File: src/fetch_pkg.sv
`default_nettype none

package fetch_pkg;

    typedef logic [31:0] u32_t;

    // redirect request from a later stage
    typedef struct packed {
        logic valid;
        u32_t pc;
    } wr_pc_req_t;

    // instruction cache opcodes
    typedef enum logic [2:0] {
        IC_NOP = 3'd0,
        IC_R   = 3'd1
    } ic_op_t;

    // {esubcode[8:0], ecode[5:0]}
    typedef logic [14:0] ecode_t;

    localparam ecode_t ECODE_ADEF = {9'd0, 6'h08}; // fetch address error
    localparam ecode_t ECODE_TLBR = {9'd0, 6'h3f}; // tlb refill
    localparam ecode_t ECODE_PIF  = {9'd0, 6'h03}; // fetch page invalid

    typedef struct packed {
        logic   valid;
        ecode_t esubcode_ecode;
        u32_t   badv;
    } excp_pass_t;

    // fetch1 to fetch2 record
    typedef struct packed {
        logic valid;
        u32_t pc;
        u32_t btb_pre;     // predicted next pc
        logic is_pred;
    } fetch_pass_t;

    // translation mode bits of crmd
    typedef struct packed {
        logic       da;
        logic       pg;
        logic [1:0] datf;  // mat used in direct mode
    } crmd_t;

    // direct-mapped window
    typedef struct packed {
        logic       plv0;
        logic       plv3;
        logic [1:0] mat;
        logic [2:0] pseg;
        logic [2:0] vseg;
    } dmw_t;

    // one tlb entry, 4 KiB pages only
    typedef struct packed {
        logic        e;
        logic [18:0] vppn;
        logic [19:0] ppn;
        logic        v;
        logic [1:0]  mat;
    } tlb_entry_t;

    localparam u32_t RESET_PC = 32'h1c000000;

endpackage

`default_nettype wire

File: src/btb_if.sv
`timescale 1ns/1ps
`default_nettype none

interface btb_if;
    import fetch_pkg::*;

    u32_t lookup_pc;   // pc to predict for, sampled at the edge
    logic stall;       // hold the registered prediction
    logic pred_valid;  // btb hit for the current pc
    u32_t pred_npc;    // predicted target

    modport fetch_side (
        output lookup_pc,
        output stall,
        input  pred_valid,
        input  pred_npc
    );

    modport btb_side (
        input  lookup_pc,
        input  stall,
        output pred_valid,
        output pred_npc
    );

endinterface

`default_nettype wire

File: src/addr_trans.sv
`timescale 1ns/1ps
`default_nettype none

module addr_trans #(
    parameter int TLB_ENTRY_NUM = 8
) (
    input  logic                             clk,
    input  logic                             rst_n,
    input  logic                             en,
    input  fetch_pkg::u32_t                  va,
    input  fetch_pkg::crmd_t                 crmd,
    input  fetch_pkg::dmw_t                  dmw0,
    input  fetch_pkg::dmw_t                  dmw1,
    input  logic                             tlb_we,
    input  logic [$clog2(TLB_ENTRY_NUM)-1:0] tlb_widx,
    input  fetch_pkg::tlb_entry_t            tlb_wentry,
    output fetch_pkg::u32_t                  pa,
    output logic [1:0]                       mat,
    output fetch_pkg::excp_pass_t            excp
);
    import fetch_pkg::*;

    tlb_entry_t tlb [TLB_ENTRY_NUM];

    logic       dmw0_hit;
    logic       dmw1_hit;
    logic       tlb_hit;
    tlb_entry_t hit_entry;
    logic       use_tlb;

    always_ff @(posedge clk, negedge rst_n) begin
        if (!rst_n) begin
            for (int i = 0; i < TLB_ENTRY_NUM; i++) begin
                tlb[i] <= '0;
            end
        end else if (tlb_we) begin
            tlb[tlb_widx] <= tlb_wentry;
        end
    end

    // windows only map in paged mode
    // a window with no privilege level enabled is switched off
    assign dmw0_hit = crmd.pg && (dmw0.plv0 | dmw0.plv3) && (dmw0.vseg == va[31:29]);
    assign dmw1_hit = crmd.pg && (dmw1.plv0 | dmw1.plv3) && (dmw1.vseg == va[31:29]);

    // fully associative match on va[31:13], lowest index wins
    always_comb begin
        tlb_hit   = 1'b0;
        hit_entry = '0;
        for (int i = TLB_ENTRY_NUM - 1; i >= 0; i--) begin
            if (tlb[i].e && (tlb[i].vppn == va[31:13])) begin
                tlb_hit   = 1'b1;
                hit_entry = tlb[i];
            end
        end
    end

    assign use_tlb = !crmd.da && !dmw0_hit && !dmw1_hit;

    always_comb begin
        if (crmd.da) begin
            pa  = va;
            mat = crmd.datf;
        end else if (dmw0_hit) begin
            pa  = {dmw0.pseg, va[28:0]};
            mat = dmw0.mat;
        end else if (dmw1_hit) begin
            pa  = {dmw1.pseg, va[28:0]};
            mat = dmw1.mat;
        end else begin
            pa  = {hit_entry.ppn, va[11:0]};  // zero page on a miss
            mat = hit_entry.mat;
        end
    end

    always_comb begin
        excp.valid          = 1'b0;
        excp.esubcode_ecode = '0;
        excp.badv           = va;
        if (en) begin
            if (va[1:0] != 2'b00) begin       // alignment fault beats tlb faults
                excp.valid          = 1'b1;
                excp.esubcode_ecode = ECODE_ADEF;
            end else if (use_tlb && !tlb_hit) begin
                excp.valid          = 1'b1;
                excp.esubcode_ecode = ECODE_TLBR;
            end else if (use_tlb && !hit_entry.v) begin
                excp.valid          = 1'b1;
                excp.esubcode_ecode = ECODE_PIF;
            end
        end
    end

endmodule

`default_nettype wire

File: src/btb.sv
`timescale 1ns/1ps
`default_nettype none

module btb #(
    parameter int BTB_ENTRIES = 16
) (
    input  logic           clk,
    input  logic           rst_n,
    btb_if.btb_side        port,
    input  logic           update_valid,
    input  fetch_pkg::u32_t update_pc,
    input  fetch_pkg::u32_t update_target
);
    import fetch_pkg::*;

    localparam int IDX_W = $clog2(BTB_ENTRIES);
    localparam int TAG_W = 32 - 2 - IDX_W;

    logic [BTB_ENTRIES-1:0] valid_r;
    logic [TAG_W-1:0]       tag_mem    [BTB_ENTRIES];
    u32_t                   target_mem [BTB_ENTRIES];

    logic [IDX_W-1:0] lk_idx;
    logic [TAG_W-1:0] lk_tag;
    logic [IDX_W-1:0] up_idx;
    logic [TAG_W-1:0] up_tag;
    logic             lk_hit;

    logic pred_valid_r;
    u32_t pred_npc_r;

    assign lk_idx = port.lookup_pc[IDX_W+1:2];
    assign lk_tag = port.lookup_pc[31:IDX_W+2];
    assign up_idx = update_pc[IDX_W+1:2];
    assign up_tag = update_pc[31:IDX_W+2];

    assign lk_hit = valid_r[lk_idx] && (tag_mem[lk_idx] == lk_tag);

    // valid bits and the hit flag are control state
    always_ff @(posedge clk, negedge rst_n) begin
        if (!rst_n) begin
            valid_r      <= '0;
            pred_valid_r <= 1'b0;
        end else begin
            if (update_valid) begin
                valid_r[up_idx] <= 1'b1;
            end
            if (!port.stall) begin
                pred_valid_r <= lk_hit;
            end
        end
    end

    always_ff @(posedge clk) begin
        if (update_valid) begin
            tag_mem[up_idx]    <= up_tag;
            target_mem[up_idx] <= update_target;
        end
        if (!port.stall) begin
            pred_npc_r <= target_mem[lk_idx];  // old entry if written at the same edge
        end
    end

    assign port.pred_valid = pred_valid_r;
    assign port.pred_npc   = pred_npc_r;

endmodule

`default_nettype wire

File: src/fetch1.sv
`timescale 1ns/1ps
`default_nettype none

module fetch1 (
    input  logic                   clk,
    input  logic                   rst_n,
    btb_if.fetch_side              btb,
    input  fetch_pkg::wr_pc_req_t  if2_wr_pc_req,
    input  fetch_pkg::wr_pc_req_t  ex_wr_pc_req,
    input  fetch_pkg::wr_pc_req_t  excp_wr_pc_req,
    input  logic                   flush,
    input  logic                   next_rdy,
    input  logic                   icache_busy,
    output logic                   rdy_in,
    output fetch_pkg::u32_t        fetch_va,
    output logic                   fetch_en,
    input  fetch_pkg::u32_t        pa,
    input  logic [1:0]             mat,
    input  fetch_pkg::excp_pass_t  addr_excp,
    output fetch_pkg::ic_op_t      icache_op,
    output logic [11:0]            icache_idx,
    output fetch_pkg::u32_t        icache_pa,
    output logic                   icache_is_cached,
    output fetch_pkg::fetch_pass_t pass_out,
    output fetch_pkg::excp_pass_t  excp_pass_out
);
    import fetch_pkg::*;

    u32_t pc_r;
    u32_t npc;
    logic is_pred;
    logic stall;
    logic redirect;
    logic pc_load;

    assign stall    = ~next_rdy | icache_busy;
    assign rdy_in   = flush | ~stall;           // flush overrides back-pressure
    assign redirect = excp_wr_pc_req.valid | ex_wr_pc_req.valid | if2_wr_pc_req.valid;
    assign pc_load  = rdy_in | redirect;        // redirects are never dropped

    // next pc, highest priority first
    always_comb begin
        if (excp_wr_pc_req.valid) begin
            npc     = excp_wr_pc_req.pc;
            is_pred = 1'b0;
        end else if (ex_wr_pc_req.valid) begin
            npc     = ex_wr_pc_req.pc;
            is_pred = 1'b0;
        end else if (if2_wr_pc_req.valid) begin
            npc     = if2_wr_pc_req.pc;
            is_pred = 1'b0;
        end else if (btb.pred_valid) begin
            npc     = btb.pred_npc;             // prediction made for the current pc_r
            is_pred = 1'b1;
        end else begin
            npc     = pc_r + 32'd4;
            is_pred = 1'b1;
        end
    end

    always_ff @(posedge clk, negedge rst_n) begin
        if (!rst_n) begin
            pc_r <= RESET_PC;
        end else if (pc_load) begin
            pc_r <= npc;
        end
    end

    // btb samples npc whenever pc_r takes it, so its output tracks pc_r
    assign btb.lookup_pc = npc;
    assign btb.stall     = ~pc_load;

    // translation of the held pc
    assign fetch_va = pc_r;
    assign fetch_en = ~flush;

    // icache request, reissued while held
    assign icache_op        = flush ? IC_NOP : IC_R;
    assign icache_idx       = pc_r[11:0];
    assign icache_pa        = pa;
    assign icache_is_cached = mat[0];

    assign pass_out.valid   = ~flush & ~stall;
    assign pass_out.pc      = pc_r;
    assign pass_out.btb_pre = npc;
    assign pass_out.is_pred = is_pred;

    // flush is resolved further down the pipe
    assign excp_pass_out = addr_excp;

endmodule

`default_nettype wire

File: src/fetch_front.sv
`timescale 1ns/1ps
`default_nettype none

module fetch_front #(
    parameter int BTB_ENTRIES   = 16,
    parameter int TLB_ENTRY_NUM = 8
) (
    input  logic                             clk,
    input  logic                             rst_n,
    input  fetch_pkg::wr_pc_req_t            if2_wr_pc_req,
    input  fetch_pkg::wr_pc_req_t            ex_wr_pc_req,
    input  fetch_pkg::wr_pc_req_t            excp_wr_pc_req,
    input  logic                             flush,
    input  logic                             next_rdy,
    output logic                             rdy_in,
    output fetch_pkg::fetch_pass_t           pass_out,
    output fetch_pkg::excp_pass_t            excp_pass_out,
    output fetch_pkg::ic_op_t                icache_op,
    output logic [11:0]                      icache_idx,
    output fetch_pkg::u32_t                  icache_pa,
    output logic                             icache_is_cached,
    input  logic                             icache_busy,
    input  logic                             btb_update_valid,
    input  fetch_pkg::u32_t                  btb_update_pc,
    input  fetch_pkg::u32_t                  btb_update_target,
    input  fetch_pkg::crmd_t                 crmd,
    input  fetch_pkg::dmw_t                  dmw0,
    input  fetch_pkg::dmw_t                  dmw1,
    input  logic                             tlb_we,
    input  logic [$clog2(TLB_ENTRY_NUM)-1:0] tlb_widx,
    input  fetch_pkg::tlb_entry_t            tlb_wentry
);
    import fetch_pkg::*;

    u32_t       fetch_va;
    logic       fetch_en;
    u32_t       pa;
    logic [1:0] mat;
    excp_pass_t addr_excp;

    btb_if btb_bus ();

    fetch1 u_fetch1 (
        .clk              (clk),
        .rst_n            (rst_n),
        .btb              (btb_bus.fetch_side),
        .if2_wr_pc_req    (if2_wr_pc_req),
        .ex_wr_pc_req     (ex_wr_pc_req),
        .excp_wr_pc_req   (excp_wr_pc_req),
        .flush            (flush),
        .next_rdy         (next_rdy),
        .icache_busy      (icache_busy),
        .rdy_in           (rdy_in),
        .fetch_va         (fetch_va),
        .fetch_en         (fetch_en),
        .pa               (pa),
        .mat              (mat),
        .addr_excp        (addr_excp),
        .icache_op        (icache_op),
        .icache_idx       (icache_idx),
        .icache_pa        (icache_pa),
        .icache_is_cached (icache_is_cached),
        .pass_out         (pass_out),
        .excp_pass_out    (excp_pass_out)
    );

    btb #(
        .BTB_ENTRIES (BTB_ENTRIES)
    ) u_btb (
        .clk           (clk),
        .rst_n         (rst_n),
        .port          (btb_bus.btb_side),
        .update_valid  (btb_update_valid),
        .update_pc     (btb_update_pc),
        .update_target (btb_update_target)
    );

    addr_trans #(
        .TLB_ENTRY_NUM (TLB_ENTRY_NUM)
    ) u_addr_trans (
        .clk        (clk),
        .rst_n      (rst_n),
        .en         (fetch_en),
        .va         (fetch_va),
        .crmd       (crmd),
        .dmw0       (dmw0),
        .dmw1       (dmw1),
        .tlb_we     (tlb_we),
        .tlb_widx   (tlb_widx),
        .tlb_wentry (tlb_wentry),
        .pa         (pa),
        .mat        (mat),
        .excp       (addr_excp)
    );

endmodule

`default_nettype wire

File: config.mk
export PLATFORM = sky130hd
export DESIGN_NAME = fetch_front
export DESIGN_NICKNAME = d
export VERILOG_FILES = /design/src/fetch_pkg.sv /design/src/btb_if.sv /design/src/addr_trans.sv /design/src/btb.sv /design/src/fetch1.sv /design/src/fetch_front.sv
export SDC_FILE = /design/constraint.sdc
export NUM_CORES = 2
export LEC_CHECK = 0
export ABC_AREA = 1
export BUFFER_PORTS_ARGS = -buffer_cell sky130_fd_sc_hd__clkbuf_2
export CAP_MARGIN = 25
export CORE_UTILIZATION = 51
export DETAILED_ROUTE_END_ITERATION = 8
export HOLD_SLACK_MARGIN = 0.15
export PLACE_DENSITY = 0.72
export SLEW_MARGIN = 5
export SYNTH_ARGS = -nofsm -noshare
export SYNTH_HDL_FRONTEND = slang
export SYNTH_HIERARCHICAL = 1
export SYNTH_SLANG_ARGS = --single-unit
File: constraint.sdc
create_clock -name clk -period 2.98 [get_ports clk]
set_input_delay 0.596 -clock clk [delete_from_list [all_inputs] [get_ports clk]]
set_output_delay 0.596 -clock clk [all_outputs]
set_load 0.005 [all_outputs]
==> metrics.yaml <==
timing:
  drv_slew: 0
  finalSetupViolCount: 90
  min_period_ns: 3.94
  period_share: 1.32
  fmax_ghz: 0.254
  hold_ws_ns: 0.197
  relSlewSlack: 0.406
  hold_viol: 0
  rsz0062_at_grt: "yes"
  max_slew.worst_pin.slew_ns: 0.891
  skew_ns: 0.0295
  setup_slack_ns: -0.961
setup_path:
  max_stage_delay_ns: 0.61
  cp_slowest_cell: "dfstp_2"
  path_depth: 17
  crit_type: "flip-flop to output pin"
  cpMostUsedCell: "nand2_1"
  cp_top_family: "simple AND/OR/NAND/NOR gates"
  r2r.worst_path.cells: 25
  cp.required_ns: 2.38
  worstSetupStartpointType: "flip-flop"
  worst_ep_arrival_time_ns: 3.35
  critPathMaxFanout: 15
  crit_buf_inv: 5
  endpoint_kind: "output pin"
  crit_chain: "inv_6 > buf_4 > nand2_1 > nand4_1 > nor4_1 > nand4_1 > nor2_2 > buf_12 > buf_12 > nor2_1 > nand2_1 > nand2_1 > nand2_1 > nand2_1 > nand2_2 > nand2_1 > clkbuf_2"
die:
  die-area_um2: 124000
  die_h_um: 352
  io_pins: 403
  std_cell_rows: 128
  die_x_um: 352
  start_util: 0.514
  core_um2: 122000
synthesis:
  yosysWarnings: 6
  syn_area_um2: 62500
  syn_inst: 6475
  syn_area_per_cell_um2: 9.64
routing:
  routed_wl_mm: 220
  antenna_left: 0
  first_iter_violations: 7340
  via_count: 52400
  wl_per_cell_um: 24.8
  drt-pass1-iter-count: 9
  route.detailed.drc: 0
  drt-vias-per-instance: 5.91
cts:
  cts-root-buf: "clkbuf_16"
  clkTransAtPathRegs_ns: 0.06
  cts_max_level: 4
  cts_made_buffers: 141
  clk_latency_ns: 0.79
  cts_buffer_depth: 3
  clock-sinks: 1345
  cts_tree: "done"
worst_hold_path:
  hold_path.class: "primary input to flip-flop"
  holdPathStages: 3
placed_design:
  place_congestion: 0.977
  dp.cells: 8422
  io_buffers: 385
  hpwlAfterDp_mm: 129
global_routing:
  antenna_found_initial: 13
  overflow: 0
  grt_max_degree: 85
  grt_pass1_wl_mm: 309
  grt.total_usage: 0.335
  grt_pass1_vias: 49000
layout:
  drive_gt1_frac: 0.247
  stdcell_count: 8869
  areaGrowthSynthToFinish_pct: 25.3
  fin_nets: 7367
  final_cell_mix: "1459 x nand2_1, 960 x edfxtp_1, 763 x nor2_1"
  layout_commonest_cell: "nand2_1"
pwr:
  sequentialPowerShare: 0.454
  p_leak_nw: 33.1
  total_power_w: 0.0490
  netSwitchingPower_w: 0.0139
  p_int_w: 0.0351
  combPwrFrac: 0.185
  ir_drop_uv: 557
  power_switching_share: 0.284
  power.share.clock: 0.361
  pwr_density_cell_nw_per_um2: 626
flow_run:
  maxCapViolations: 0
outcome:
  violations: "negative setup slack"
  status: "finished, violations left"
-- layer usage --
metal,part of all wire,vias up,GRT usage
met2,0.45,3782,0.520
met1,0.36,25000,0.434
li1,-,22900,-
met4,0.055,14,0.177
met3,0.13,699,0.0822
met5,0.00042,-,0
-- path summary, 6_finish.rpt --
path                                                        start                                end  slack (ns)
worst max-delay path            u_fetch1/fetch_va[27]$_DFFE_PN1N_                      icache_pa[25]       -0.96
worst min-delay path                               tlb_wentry[10]   u_addr_trans/tlb[10]$_DFFE_PN0P_        0.20
worst max register to register  u_btb/port.pred_valid$_DFFE_PN0N_  u_btb/port.pred_valid$_DFFE_PN0N_       -0.29
worst min register to register       u_btb/valid_r[5]$_DFFE_PN0P_       u_btb/valid_r[5]$_DFFE_PN0P_        0.47
max in group asynchronous                                   rst_n  u_fetch1/fetch_va[28]$_DFFE_PN1N_        1.72
min in group asynchronous                                   rst_n  u_addr_trans/tlb[208]$_DFFE_PN0P_        0.39
-- final cells by class --
| class | count | area [um^2] |
|---|---|---|
| Tap cell | 1625 | 2030 |
| Inverter | 440 | 1770 |
| Fill cell | 9109 | 43300 |
| Timing Repair Buffer | 1059 | 10100 |
| Sequential cell | 1345 | 38500 |
| Clock buffer | 190 | 3890 |
| Antenna cell | 4 | 10.0 |
| Clock inverter | 67 | 753 |
| Multi-Input combinational cell | 4135 | 21100 |
| Timing Repair inverter | 4 | 66.3 |
-- per-stage QoR --
step           cell area, um^2  utilization  TNS, ns  worst slack (ns)
2_1_floorplan            62500            -  -577.15            -0.773
3_3_place_gp             68500        0.563   -11.05            -0.453
3_5_place_dp             68500        0.563   -13.71            -0.508
4_1_cts                  76000        0.625   -36.74            -0.979
5_1_grt                  78300        0.644   -50.02             -1.19
6_report                 78300        0.644   -40.56            -0.961
-- tightest hold or removal path: stages --
cell      delay, ns
clkbuf_2       0.07
inv_1          0.10
a21oi_1        0.14
-- power groups by stage --
stage | clock, W | combinational, W | sequential, W
3_5_place_dp | 0 | 0.00733 | 0.0226
2_1_floorplan | 0 | 0.00436 | 0.0223
5_1_grt | 0.0185 | 0.00966 | 0.0224
3_3_place_gp | 0 | 0.00720 | 0.0225
4_1_cts | 0.0178 | 0.00815 | 0.0222
6_report | 0.0177 | 0.00905 | 0.0223
-- state kept, by name (all words and copies together) (netlist names) --
signal and cells:
u_btb/target_mem 512, u_btb/tag_mem 416, u_addr_trans/tlb 336, u_btb/port.pred_npc 32, u_fetch1/fetch_va 32, u_btb/valid_r 16
u_btb/port.pred_valid 1
-- what timing repair did --
| action | 4_1_cts | 5_1_grt |
|---|---|---|
| hold buffers | 17 | 0 |
| cloned | 22 | 23 |
| endpoints found under the hold margin | 68 | 0 |
| resized for setup | 391 | 393 |
| setup endpoints to repair | 74 | 90 |
| pin swaps | 118 | 188 |
| buffers inserted | 84 | 66 |
Note: power is estimated with default switching activity, not from simulation.
